`src/common/synthPkg.sv`:
```
//--------------------------------------------------
// Synthesizer shared definitions
// Bus address map, CSR offsets and DMA states
//--------------------------------------------------
`default_nettype none

package synthPkg;

	//--------------------------------------------------
	// Bus layout
	//--------------------------------------------------
	// Data and address width
	localparam int cBusWidth    = 32;
	// Address bit set on a write
	localparam int cWriteBit    = 30;
	// Offset field inside a block, bits 15:0
	localparam int cOffsetWidth = 16;
	// Block select field, bits 23:16
	localparam int cBlockWidth  = 8;

	// CSR register offsets
	typedef enum logic [cOffsetWidth-1:0] {
		offI2sRst    = 16'h0000,
		offDmaStart  = 16'h0004,
		offDmaEnd    = 16'h0008,
		offDmaEnable = 16'h000C,
		offDmaCycle  = 16'h0010
	} csrOffset;

	// DMA reader states
	typedef enum logic [1:0] {
		dmaIdle,
		dmaRead,
		dmaWait
	} dmaState;

endpackage

`default_nettype wire

```
`src/common/dmaCtrlIf.sv`:
```
//--------------------------------------------------
// DMA control link
// Window and enable from the CSR, done from the DMA
//--------------------------------------------------
`default_nettype none

interface dmaCtrlIf #(
	parameter int pDmaAdrsWidth = 8
) ();

	// First sample address of the window
	logic [pDmaAdrsWidth-1:0] adrsStart;
	// Last sample address, inclusive
	logic [pDmaAdrsWidth-1:0] adrsEnd;
	// Transfer enable level
	logic                     enable;
	// One-cycle pulse after the last sample is pushed
	logic                     done;

	modport csr (
		output adrsStart,
		output adrsEnd,
		output enable,
		input  done
	);

	modport dma (
		input  adrsStart,
		input  adrsEnd,
		input  enable,
		output done
	);

endinterface

`default_nettype wire

```
`src/synthesizer/sampleDma.sv`:
```
//--------------------------------------------------
// Sample DMA reader
// Walks the memory window and feeds the FIFO,
// one read in flight, re-reads on a full FIFO
//--------------------------------------------------
`default_nettype none

module sampleDma
	import synthPkg::*;
#(
	parameter int pDmaAdrsWidth = 8,
	parameter int pSampleWidth  = 16
)(
	input  logic                     iSCLK,
	input  logic                     iSRST,
	dmaCtrlIf.dma                    dmaCtrl,
	output logic [pDmaAdrsWidth-1:0] ramRdAdrs,
	input  logic [pSampleWidth-1:0]  ramRdData,
	output logic                     fifoWrite,
	output logic [pSampleWidth-1:0]  fifoWrData,
	input  logic                     fifoFull
);

	dmaState                  state;
	logic [pDmaAdrsWidth-1:0] adrs;
	// RAM data valid this cycle
	logic                     pending;
	// Last sample pushed, waiting for done
	logic                     finish;
	logic                     doneReg;
	logic                     isLast;

	assign ramRdAdrs    = adrs;
	assign dmaCtrl.done = doneReg;
	assign isLast       = adrs == dmaCtrl.adrsEnd;

	//--------------------------------------------------
	// Control FSM
	//--------------------------------------------------
	always_ff @(posedge iSCLK)
	begin
		if (iSRST)
		begin
			state     <= dmaIdle;
			pending   <= 1'b0;
			finish    <= 1'b0;
			fifoWrite <= 1'b0;
			doneReg   <= 1'b0;
		end
		else
		begin
			fifoWrite <= 1'b0;
			// Pulse in the cycle after the last push
			doneReg   <= fifoWrite & finish;
			case (state)
				dmaIdle:
					if (dmaCtrl.enable)
						state <= dmaRead;
				dmaRead:
					if (doneReg)
					begin
						state  <= dmaWait;
						finish <= 1'b0;
					end
					else if (pending)
					begin
						pending <= 1'b0;
						// Full drops the data, address is kept for a re-read
						if (!fifoFull)
						begin
							fifoWrite <= 1'b1;
							finish    <= isLast;
						end
					end
					else if (!finish)
					begin
						// Issue next read, or stop when disabled
						if (dmaCtrl.enable)
							pending <= 1'b1;
						else
							state <= dmaIdle;
					end
				// CSR enable has been reloaded by now
				dmaWait:
					state <= dmaCtrl.enable ? dmaRead : dmaIdle;
				default:
					state <= dmaIdle;
			endcase
		end
	end

	//--------------------------------------------------
	// Address and data path
	//--------------------------------------------------
	always_ff @(posedge iSCLK)
	begin
		if ((state == dmaIdle) || (state == dmaWait))
			adrs <= dmaCtrl.adrsStart;
		else if (pending && !fifoFull && !isLast)
			adrs <= adrs + 1'b1;
		// Capture returned sample
		if (pending)
			fifoWrData <= ramRdData;
	end

endmodule

`default_nettype wire

```
`src/flat_wrapper.sv`:
```
// flat-port wrapper written by rule: the top's interface ports become plain ports
module sampleDma_flat import synthPkg::*;
#(
	parameter int pDmaAdrsWidth = 8,
	parameter int pSampleWidth  = 16
)
  (iSCLK, iSRST, ramRdAdrs, ramRdData, fifoWrite, fifoWrData, fifoFull, dmaCtrl_adrsStart, dmaCtrl_adrsEnd, dmaCtrl_enable, dmaCtrl_done);
  dmaCtrlIf #(.pDmaAdrsWidth(pDmaAdrsWidth)) dmaCtrl_i ();
  input  logic iSCLK;
  input  logic iSRST;
  output logic [pDmaAdrsWidth-1:0] ramRdAdrs;
  input  logic [pSampleWidth-1:0] ramRdData;
  output logic fifoWrite;
  output logic [pSampleWidth-1:0] fifoWrData;
  input  logic fifoFull;
  input wire logic [$bits(dmaCtrl_i.adrsStart)-1:0] dmaCtrl_adrsStart;
  input wire logic [$bits(dmaCtrl_i.adrsEnd)-1:0] dmaCtrl_adrsEnd;
  input wire logic [$bits(dmaCtrl_i.enable)-1:0] dmaCtrl_enable;
  output wire logic [$bits(dmaCtrl_i.done)-1:0] dmaCtrl_done;
  assign dmaCtrl_i.adrsStart = dmaCtrl_adrsStart;
  assign dmaCtrl_i.adrsEnd = dmaCtrl_adrsEnd;
  assign dmaCtrl_i.enable = dmaCtrl_enable;
  assign dmaCtrl_done = dmaCtrl_i.done;
  sampleDma #(.pDmaAdrsWidth(pDmaAdrsWidth), .pSampleWidth(pSampleWidth)) u_core (.iSCLK(iSCLK), .iSRST(iSRST), .dmaCtrl(dmaCtrl_i), .ramRdAdrs(ramRdAdrs), .ramRdData(ramRdData), .fifoWrite(fifoWrite), .fifoWrData(fifoWrData), .fifoFull(fifoFull));
endmodule
```
`config.mk`:
```
export PLATFORM = sky130hd
export DESIGN_NAME = sampleDma_flat
export DESIGN_NICKNAME = d
export VERILOG_FILES = /design/src/common/synthPkg.sv /design/src/common/dmaCtrlIf.sv /design/src/synthesizer/sampleDma.sv /design/src/flat_wrapper.sv
export SDC_FILE = /design/constraint.sdc
export NUM_CORES = 1
export LEC_CHECK = 0
export BUFFER_PORTS_ARGS = -buffer_cell sky130_fd_sc_hd__buf_2
export CORE_MARGIN = 2
export CORE_UTILIZATION = 48
export DETAILED_ROUTE_END_ITERATION = 10
export PLACE_DENSITY_LB_ADDON = 0.1
export SLEW_MARGIN = 20
export SYNTH_ARGS = -nofsm -noshare
export SYNTH_HDL_FRONTEND = slang
export SYNTH_SLANG_ARGS = --single-unit
```
`constraint.sdc`:
```
create_clock -name iSCLK -period 3.5 [get_ports iSCLK]
set_clock_uncertainty 0.15 [all_clocks]
set_input_delay 0.525 -clock iSCLK [delete_from_list [all_inputs] [get_ports iSCLK]]
set_output_delay 0.525 -clock iSCLK [all_outputs]
set_load 0.01 [all_outputs]
```
==> results.ini, run 1 <==
[setup_path]
arrival_ns=1.84
r2r_end=u_core.ramRdAdrs[4]$_DFFE_PP_
worstSetupStartpoint=u_core.pending$_SDFFE_PP0P_
path_max_fanout=20
r2r_setup_slack_ns=1.55
r2r_start=u_core.pending$_SDFFE_PP0P_
rr_worst_depth=3
crit_type=flip-flop to flip-flop
cp-end-kind=flip-flop
critPathRequiredTime_ns=3.39
critPathLaunchType=flip-flop

[yosys]
synth_flop_cell=edfxtp_1
synth.avg_cell_area_um2=14.0
synth.cell_area_um2=1250
synth_edf_count=24
seq_area_frac_synth_pct=67.5
synthCells=89
synth_top_area_cell=edfxtp_1
post-synth-top-count-cell=edfxtp_1
synthTopCellsByArea=edfxtp_1 (58%), dfxtp_1 (9.6%), xnor2_1 (7.0%)
ys_ff_latch=30
synthTopCellsByCount=edfxtp_1 (24), xnor2_1 (10), a21oi_1 (8), nor2_1 (8), dfxtp_1 (6)
ys_async_sr_fraction_pct=0
syn_nets=126
ys_warn_count=0
ys_types=23
synth.top_cell.area_share_pct=57.8

[timing]
post-route-period-util_pct=55.8
fin_crit_ns=1.95
drv_slew=0
setup_viol=0
finalHoldViolCount=0
fmax_mhz=512
tns_ns=0
timing.slew.headroom_pct=43.9
rsz0062_at_grt=false
worst_pin_slew_ns=0.841

[grt]
grt_pass1_vias=779
track_usage_pct=16.1
gr-total-overflow=0
grt_max_degree=21
grt_pass1_wl_um=3210
antenna_found_initial=0

[power]
p_leak_uw=0.000704
p_per_area_nw_per_um2=459
ir_worst_vdd_v=0.000359

[die]
core_region_area_um2=2480
initial_core_util_pct=50.3
die_area_um2=3020
io_pins=62
rows=18
die_h_um=55.0
die_x_um=55.0

[clocking]
tritoncts=done
cts_buffers=5
cts-root-buf=clkbuf_4
cts_htree_levels=2
clkLatencyLatePin_ns=0.32
clockBufferDepth=2
clock_sinks=30
cts_hold_buffers=0
cts_resized=0
path_clk_slew_ns=0.10
post-cts-setup-buffer-count=0

[worst_hold_path]
hold_class=input port to flip-flop
hp-start=ramRdData[13]
holdPathStages=1
hold-path-endpoint=u_core.fifoWrData[13]$_DFFE_PP_

[placement]
dpl_cell_area_um2=1580
hpwl_um=1760
place.gp.congestion=0.709
port_buffers=61

[final_layout]
diodes=0
final_core_utilization_pct=66.4
area_growth_pct=32.0
postLayoutCellArea_um2=1650
n_fill_cell=208
fin_nets=193
drive_gt1_share_pct=47.1

[status]
status=completed

[detailed_routing]
first_iter_violations=4
dr.pass1.iters=3
ant_nets=0
drcViolationCount=0
drt-total-wl_um=2310
routedWlPerCell_um=12.4
via_count=901
vias_per_cell=4.82

[run]
maxCapViolations=0

## layout make-up
type	instances	area, um2	area share, %
sequential	30	841	51.1
multi-input combinational	55	383	23.3
timing repair buffer	62	313	19.0
clock buffer	6	51.3	3.12
tap	30	37.5	2.28
clock inverter	2	12.5	0.760
inverter	2	7.51	0.456
## cell families (layout without fill, tap and decap cells)
kind of cell               after synthesis  after routing  synth area share, %
DFF                                     30             30                 67.5
and+or+nand+nor                         27             27                 13.2
xor gates and xnor gates                14             14                 9.84
AOI/OAI and AO/OA                       11             11                 5.02
buffers and inverters                    4             72                 1.81
muxes                                    2              2                 1.71
adders and majority gates                1              1                 1.00
## power breakdown
part	internal [uW]	leakage [uW]	switching, uW
clock network	96.5	0.0000343	117
logic	58.6	0.000394	45.8
registers	411	0.000275	26.5
total	566	0.000704	189
## worst max-delay path, cell delays in order, from the launching register on
cell	delay (ns)
dfxtp_1	0.88
nand2b_1	0.24
o21ai_0	0.20
buf_4	0.19
## stage by stage
| stage | setup WS (ns) | instances | total power (uW) | hold slack (ns) |
|---|---|---|---|---|
| 2_1_floorplan | 1.39 | 89 | 503 | 0.338 |
| 3_3_place_gp | 1.64 | 179 | 549 | 0.326 |
| 3_5_place_dp | 1.55 | 179 | 552 | 0.338 |
| 4_1_cts | 1.54 | 187 | 766 | 0.205 |
| 5_1_grt | 1.42 | 187 | 796 | 0.193 |
| 6_report | 1.55 | 187 | 755 | 0.224 |
## state kept, by name (all words and copies together) (netlist names)
| signal | count |
|---|---|
| u_core.state | 2 |
| u_core.dmaCtrl.done | 1 |
| u_core.ramRdAdrs | 8 |
| u_core.finish | 1 |
| u_core.fifoWrData | 16 |
| u_core.fifoWrite | 1 |
| u_core.pending | 1 |
## worst max path at each step
stage / cells after the start / to / slack, ns
floorplan: 2 / u_core.ramRdAdrs[0]$_DFFE_PP_ / 1.39
global placement: 3 / u_core.ramRdAdrs[5]$_DFFE_PP_ / 1.64
detailed placement: 3 / u_core.ramRdAdrs[5]$_DFFE_PP_ / 1.55
CTS: 3 / u_core.ramRdAdrs[2]$_DFFE_PP_ / 1.54
global route: 3 / u_core.ramRdAdrs[6]$_DFFE_PP_ / 1.42
finish: 3 / u_core.ramRdAdrs[4]$_DFFE_PP_ / 1.55
## placed cells by master (no fill, tap or decap), types with 2 or more instances in the layout
| cell | n |
|---|---|
| nand3_1 | 5 |
| nand4_1 | 2 |
| clkbuf_4 | 5 |
| and3_1 | 4 |
| xor2_1 | 4 |
| edfxtp_1 | 24 |
| nor2_1 | 8 |
| nand2b_1 | 4 |
| xnor2_1 | 10 |
| a21oi_1 | 8 |
| dfxtp_1 | 6 |
| buf_2 | 61 |
| inv_1 | 2 |
## layer usage
layer | vias to the layer above | global-route usage [%] | wire, um | share of wire, %
met2 | 36 | 27.6 | 1180 | 51
met5 | - | 0 | 0 | 0
met3 | 5 | 6.18 | 169 | 7.3
met4 | 0 | 8.54 | 34 | 1.5
li1 | 455 | - | - | -
met1 | 405 | 17.0 | 926 | 40
Power figures use the tool's default switching activity.
==> inputs of run 2 (changes only) <==
--- a/config.mk
+++ b/config.mk
@@ -7,7 +7,7 @@
 export LEC_CHECK = 0
 export BUFFER_PORTS_ARGS = -buffer_cell sky130_fd_sc_hd__buf_2
 export CORE_MARGIN = 2
-export CORE_UTILIZATION = 48
+export CORE_UTILIZATION = 44
 export DETAILED_ROUTE_END_ITERATION = 10
 export PLACE_DENSITY_LB_ADDON = 0.1
 export SLEW_MARGIN = 20
==> constraint.sdc (replaced) <==
create_clock -name iSCLK -period 1.8 [get_ports iSCLK]
set_clock_uncertainty 0.15 [all_clocks]
set_input_delay 0.27 -clock iSCLK [delete_from_list [all_inputs] [get_ports iSCLK]]
set_output_delay 0.27 -clock iSCLK [all_outputs]
set_load 0.01 [all_outputs]
==> run 2 against run 1 <==
Sequential power increased by 88%. Cell area is 14% higher. Die area rose by 8.4%. Critical path type unchanged. Highest routed layer unchanged.
==> results.ini, run 2 (synthesis results as in run 1) <==
[status]
status=completed  ; unchanged

[placement]
placedCellCount=189  ; was 179
port_buffers=61  ; unchanged
place.gp.congestion=0.841  ; was 0.709
place_ws_ns=-0.0612  ; was 1.55 ns
hpwl_um=1890  ; was 1760 um

[final_layout]
diodes=0  ; unchanged
drive_gt1_share_pct=45.9  ; was 47.1%
multi_input_area_um2=387  ; was 383 um2
regMostFlops=u_core.fifoWrData  ; unchanged
largest_reg_flops=16  ; unchanged
layout.cells.non_filler=214  ; was 187
final_common_cell=buf_2  ; unchanged
seqCellArea_um2=842  ; was 841 um2
layout_common_cells=buf_2 (61), edfxtp_1 (24), dlygate4sd3_1 (17)  ; was buf_2 (61), edfxtp_1 (24), xnor2_1 (10)
fin_nets=219  ; was 193
n_fill_cell=237  ; was 208
area_growth_pct=50.8  ; was 32.0%

[clocking]
clockBufferDepth=2  ; unchanged
path_clk_slew_ns=0.09  ; was 0.10 ns
cts-root-buf=clkbuf_4  ; unchanged
clock_sinks=30  ; unchanged
cts_htree_levels=2  ; unchanged
clkLatencyLatePin_ns=0.32  ; about the same
cts_buffers=5  ; unchanged
tritoncts=done  ; unchanged

[power]
power_uw=1490  ; was 755 uW
switchingPower_uw=377  ; was 189 uW
pwr-share-clk_pct=24.6  ; was 28.2%
p_leak_uw=0.000814  ; was 0.000704 uW
p_seq_share_pct=55.4  ; was 57.9%
p_per_area_nw_per_um2=791  ; was 459 nW/um2
internal-power_uw=1110  ; was 566 uW
ir_worst_vdd_v=0.000736  ; was 0.000359 V
pwr-share-comb_pct=20.0  ; was 13.8%
p_sw_share_pct=25.4  ; was 25.0%

[setup_path]
critPathRequiredTime_ns=1.63  ; was 3.39 ns
rr_worst_depth=4  ; was 3
arrival_ns=1.44  ; was 1.84 ns
r2r_start=u_core.ramRdAdrs[7]$_DFFE_PP_  ; was u_core.pending$_SDFFE_PP0P_
critPathLaunchType=flip-flop  ; unchanged
cp-end-kind=flip-flop  ; unchanged
crit_type=flip-flop to flip-flop  ; unchanged
path_max_fanout=8  ; was 20
worstSetupStartpoint=u_core.ramRdAdrs[7]$_DFFE_PP_  ; was u_core.pending$_SDFFE_PP0P_

[timing]
worst_pin_slew_ns=0.418  ; was 0.841 ns
holdWs_ns=0.0741  ; was 0.224 ns
post-route-period-util_pct=89.5  ; was 55.8%
finalHoldViolCount=0  ; unchanged
drv_slew=0  ; unchanged
worst_slack_ns=0.188  ; was 1.55 ns
rsz0062_at_grt=false  ; unchanged
fin_crit_ns=1.61  ; was 1.95 ns
setup_viol=0  ; unchanged
timing.slew.headroom_pct=72.2  ; was 43.9%
fmax_mhz=620  ; was 512 MHz

[die]
rows=19  ; was 18
die_h_um=57.2  ; was 55.0 um
die_area_um2=3270  ; was 3020 um2
die_x_um=57.2  ; was 55.0 um
initial_core_util_pct=45.6  ; was 50.3%
io_pins=62  ; unchanged
core_region_area_um2=2730  ; was 2480 um2

[worst_hold_path]
hold_class=input port to flip-flop  ; unchanged
holdPathStages=3  ; was 1
hp-start=dmaCtrl_enable  ; was ramRdData[13]

[detailed_routing]
drt-total-wl_um=2610  ; was 2310 um
vias_per_cell=4.71  ; was 4.82
first_iter_violations=32  ; was 4
via_count=1007  ; was 901
routedWlPerCell_um=12.2  ; was 12.4 um
dr.pass1.iters=4  ; was 3
drcViolationCount=0  ; unchanged
ant_nets=0  ; unchanged

[grt]
gr-total-overflow=0  ; unchanged
grt_pass1_vias=989  ; was 779
track_usage_pct=17.4  ; was 16.1%
antenna_found_initial=0  ; unchanged
grt_max_degree=20  ; was 21
grt_pass1_wl_um=4140  ; was 3210 um

[run]
maxCapViolations=0  ; unchanged

[run 2: final timing paths]
kind	to	slack [ns]
worst max register to register	u_core.ramRdAdrs[5]$_DFFE_PP_	0.19
worst min register to register	u_core.state[1]$_SDFFE_PP0P_	0.36
worst min-delay path	u_core.pending$_SDFFE_PP0P_	0.07
worst max-delay path	u_core.ramRdAdrs[5]$_DFFE_PP_	0.19
[run 2: area by class of cell]
class | count | share of cell area (%)
clock buffers | 5 | 2.00
clock inverters | 3 | 0.866
inverters | 2 | 0.399
multi-input cells | 55 | 20.6
flip-flops and latches | 30 | 44.8
well taps | 31 | 2.06
repair buffers | 88 | 29.3
[run 2: power groups by stage]
stage | sequential [uW] | combinational (uW) | clock [uW]
floorplan | 873 | 106 | 0
global placement | 838 | 266 | 0
detailed placement | 840 | 269 | 0
CTS | 824 | 300 | 396
global route | 829 | 325 | 416
finish | 824 | 297 | 366
[run 2: metrics by stage]
stage          utilization, %  TNS [ns]  area [um2]
2_1_floorplan               -         0        1250
3_3_place_gp             60.4         0        1650
3_5_place_dp             60.4    -0.488        1650
4_1_cts                  68.7         0        1880
5_1_grt                  68.7         0        1880
6_report                 68.7         0        1880
[run 2: routing by layer]
layer  global-route usage (%)  share of wire, %  up-vias
met1                     20.1                42      454
met4                     8.97               2.0        0
met2                     27.6                48       36
met5                        0                 0        -
met3                     7.48               7.2        6
li1                         -                 -      511
[run 2: timing repair]
action	in CTS	in global routing
resized for setup	1	0
buffers inserted	0	0
hold endpoints to repair	17	0
hold buffers	17	0
endpoints found under the setup margin	8	0
[run 2: critical path, stage by stage (launching register included)]
cell and delay (ns):
edfxtp_1 0.44, xnor2_1 0.15, nand4_1 0.09, nor2_1 0.07, o21ai_2 0.37
==> inputs of run 3 (changes only) <==
--- a/config.mk
+++ b/config.mk
@@ -5,9 +5,10 @@
 export SDC_FILE = /design/constraint.sdc
 export NUM_CORES = 1
 export LEC_CHECK = 0
+export ABC_AREA = 1
 export BUFFER_PORTS_ARGS = -buffer_cell sky130_fd_sc_hd__buf_2
 export CORE_MARGIN = 2
-export CORE_UTILIZATION = 44
+export CORE_UTILIZATION = 45
 export DETAILED_ROUTE_END_ITERATION = 10
 export PLACE_DENSITY_LB_ADDON = 0.1
 export SLEW_MARGIN = 20
==> run 3 against run 2 <==
Global-route usage grew 1.4 points. First-iteration DRC count rose by 50%. Cell area is 3.0% higher. Highest routed layer unchanged.
==> results.ini, run 3 <==
[detailed_routing]
drcViolationCount=0  ; unchanged
via_count=1138  ; was 1007
routedWlPerCell_um=12.1  ; was 12.2 um
first_iter_violations=48  ; was 32
vias_per_cell=4.70  ; was 4.71
drt-total-wl_um=2930  ; was 2610 um
dr.pass1.iters=4  ; unchanged
ant_nets=0  ; unchanged

[final_layout]
area_growth_pct=48.9  ; was 50.8%
layout_common_cells=buf_2 (61), nand2_1 (39), edfxtp_1 (24)  ; was buf_2 (61), edfxtp_1 (24), dlygate4sd3_1 (17)
fin_nets=247  ; was 219
regMostFlops=u_core.fifoWrData  ; unchanged
diodes=0  ; unchanged
drive_gt1_share_pct=37.4  ; was 45.9%
final_common_cell=buf_2  ; unchanged
final_core_utilization_pct=70.2  ; was 68.7%
largest_reg_flops=16  ; unchanged

[yosys]
seq_area_frac_synth_pct=64.7  ; was 67.5%
synth.top_cell.area_share_pct=55.4  ; was 57.8%
synth_edf_count=24  ; unchanged
ys_types=23  ; unchanged
synthTopCellsByArea=edfxtp_1 (55%), nand2_1 (12%), dfxtp_1 (9.2%)  ; was edfxtp_1 (58%), dfxtp_1 (9.6%), xnor2_1 (7.0%)
synth.cell_area_um2=1300  ; was 1250 um2
synthTopCellsByCount=nand2_1 (40), edfxtp_1 (24), inv_1 (10)  ; was edfxtp_1 (24), xnor2_1 (10), a21oi_1 (8), nor2_1 (8), dfxtp_1 (6)
post-synth-top-count-cell=nand2_1  ; was edfxtp_1
synth.avg_cell_area_um2=10.6  ; was 14.0 um2
ys_async_sr_fraction_pct=0  ; unchanged
ys_warn_count=0  ; unchanged
syn_nets=160  ; was 126
synthCells=123  ; was 89
ys_ff_latch=30  ; unchanged
synth_flop_cell=edfxtp_1  ; unchanged
synth_top_area_cell=edfxtp_1  ; unchanged

[setup_path]
cp-end-kind=flip-flop  ; unchanged
crit_type=flip-flop to flip-flop  ; unchanged
path_max_fanout=8  ; unchanged
arrival_ns=1.50  ; was 1.44 ns
critPathLaunchType=flip-flop  ; unchanged
critPathRequiredTime_ns=1.69  ; was 1.63 ns

[clocking]
tritoncts=done  ; unchanged
cts_htree_levels=2  ; unchanged
clockBufferDepth=2  ; unchanged
cts_buffers=5  ; unchanged
cts-root-buf=clkbuf_4  ; unchanged
post-cts-setup-buffer-count=0  ; unchanged
clkLatencyLatePin_ns=0.33  ; was 0.32 ns
clock_sinks=30  ; unchanged
path_clk_slew_ns=0.09  ; about the same

[timing]
finalHoldViolCount=0  ; unchanged
worst_pin_slew_ns=0.272  ; was 0.418 ns
tns_ns=0  ; unchanged
fin_crit_ns=1.61  ; about the same
setup_viol=0  ; unchanged
drv_slew=0  ; unchanged
post-route-period-util_pct=89.2  ; was 89.5%
fmax_mhz=623  ; was 620 MHz
timing.slew.headroom_pct=81.8  ; was 72.2%
worst_slack_ns=0.194  ; was 0.188 ns
rsz0062_at_grt=false  ; unchanged

[run]
maxCapViolations=0  ; unchanged

[die]
core_region_area_um2=2760  ; was 2730 um2
die_h_um=57.8  ; was 57.2 um
initial_core_util_pct=47.1  ; was 45.6%
die_area_um2=3340  ; was 3270 um2
die_x_um=57.8  ; was 57.2 um
io_pins=62  ; unchanged
rows=19  ; unchanged

[power]
ir_worst_vdd_v=0.000884  ; was 0.000736 V
p_leak_uw=0.000886  ; was 0.000814 uW
p_per_area_nw_per_um2=930  ; was 791 nW/um2

[placement]
place_ws_ns=0.119  ; was -0.0612 ns
port_buffers=61  ; unchanged
place.gp.congestion=0.801  ; was 0.841
hpwl_um=2120  ; was 1890 um

[grt]
grt_pass1_wl_um=4570  ; was 4140 um
grt_pass1_vias=1052  ; was 989
track_usage_pct=18.8  ; was 17.4%
gr-total-overflow=0  ; unchanged
antenna_found_initial=0  ; unchanged
grt_max_degree=19  ; was 20

[worst_hold_path]
hold_class=input port to flip-flop  ; unchanged

[status]
status=completed  ; unchanged

-- run 3: power breakdown --
group	total, uW	switching, uW	internal (uW)
logic	296	153	143
clock network	654	226	428
registers	850	40.2	810
total	1800	420	1380
-- run 3: layer usage --
metal  vias up  GRT usage [%]  wire [um]
met5         -              0          0
met4         0           5.98         40
met3         6           6.92        202
met2        38           32.1       1460
met1       505           22.1       1230
li1        589              -          -
-- run 3: what timing repair did --
| item | CTS | global route |
|---|---|---|
| hold endpoints to repair | 19 | 0 |
| setup endpoints to repair | 0 | 8 |
| gates resized for setup | 0 | 1 |
| hold buffers | 17 | 0 |
-- run 3: path summary, 6_finish.rpt --
kind,start,endpoint,slack (ns),cells past startpoint
setup / recovery,u_core.ramRdAdrs[0]$_DFFE_PP_,u_core.ramRdAdrs[5]$_DFFE_PP_,0.19,6
hold / removal,dmaCtrl_adrsStart[1],u_core.ramRdAdrs[1]$_DFFE_PP_,0.06,3
setup reg to reg,u_core.ramRdAdrs[0]$_DFFE_PP_,u_core.ramRdAdrs[5]$_DFFE_PP_,0.19,6
hold reg to reg,u_core.fifoWrite$_SDFF_PP0_,u_core.dmaCtrl.done$_SDFF_PP0_,0.33,2
-- run 3: area by class of cell --
cell class | instances | area [um2]
sequential | 30 | 841
clock buffer | 5 | 37.5
timing repair buffer | 81 | 498
multi-input combinational | 81 | 415
tap | 31 | 38.8
clock inverter | 3 | 63.8
inverter | 11 | 41.3
fill | 214 | 822
-- run 3: logic make-up after synthesis --
| kind of cell | after synthesis | synth area share (%) |
|---|---|---|
| flip-flops | 30 | 64.7 |
| adder cells (fa/ha/maj) | 1 | 0.962 |
| AO/OA/AOI/OAI | 10 | 4.33 |
| XOR/XNOR | 6 | 4.04 |
| AND/OR/NAND/NOR | 64 | 22.4 |
| buffers and inverters | 12 | 3.56 |
-- run 3: metrics by stage --
stage	instance area (um2)	instances	power [uW]	hold slack [ns]
CTS	1930	242	1810	0.0619
global route	1940	242	1890	0.0559
detailed placement	1660	217	1130	0.290
finish	1940	242	1800	0.0640
floorplan	1300	123	1010	0.192
global placement	1660	217	1120	0.296
-- run 3: critical path: stages, from the launching register on --
cell and delay (ns):
edfxtp_1 0.49, xnor2_1 0.19, nand2_1 0.08, nor2_1 0.14, nand2_1 0.07, nand2_1 0.07
nand2_2 0.14
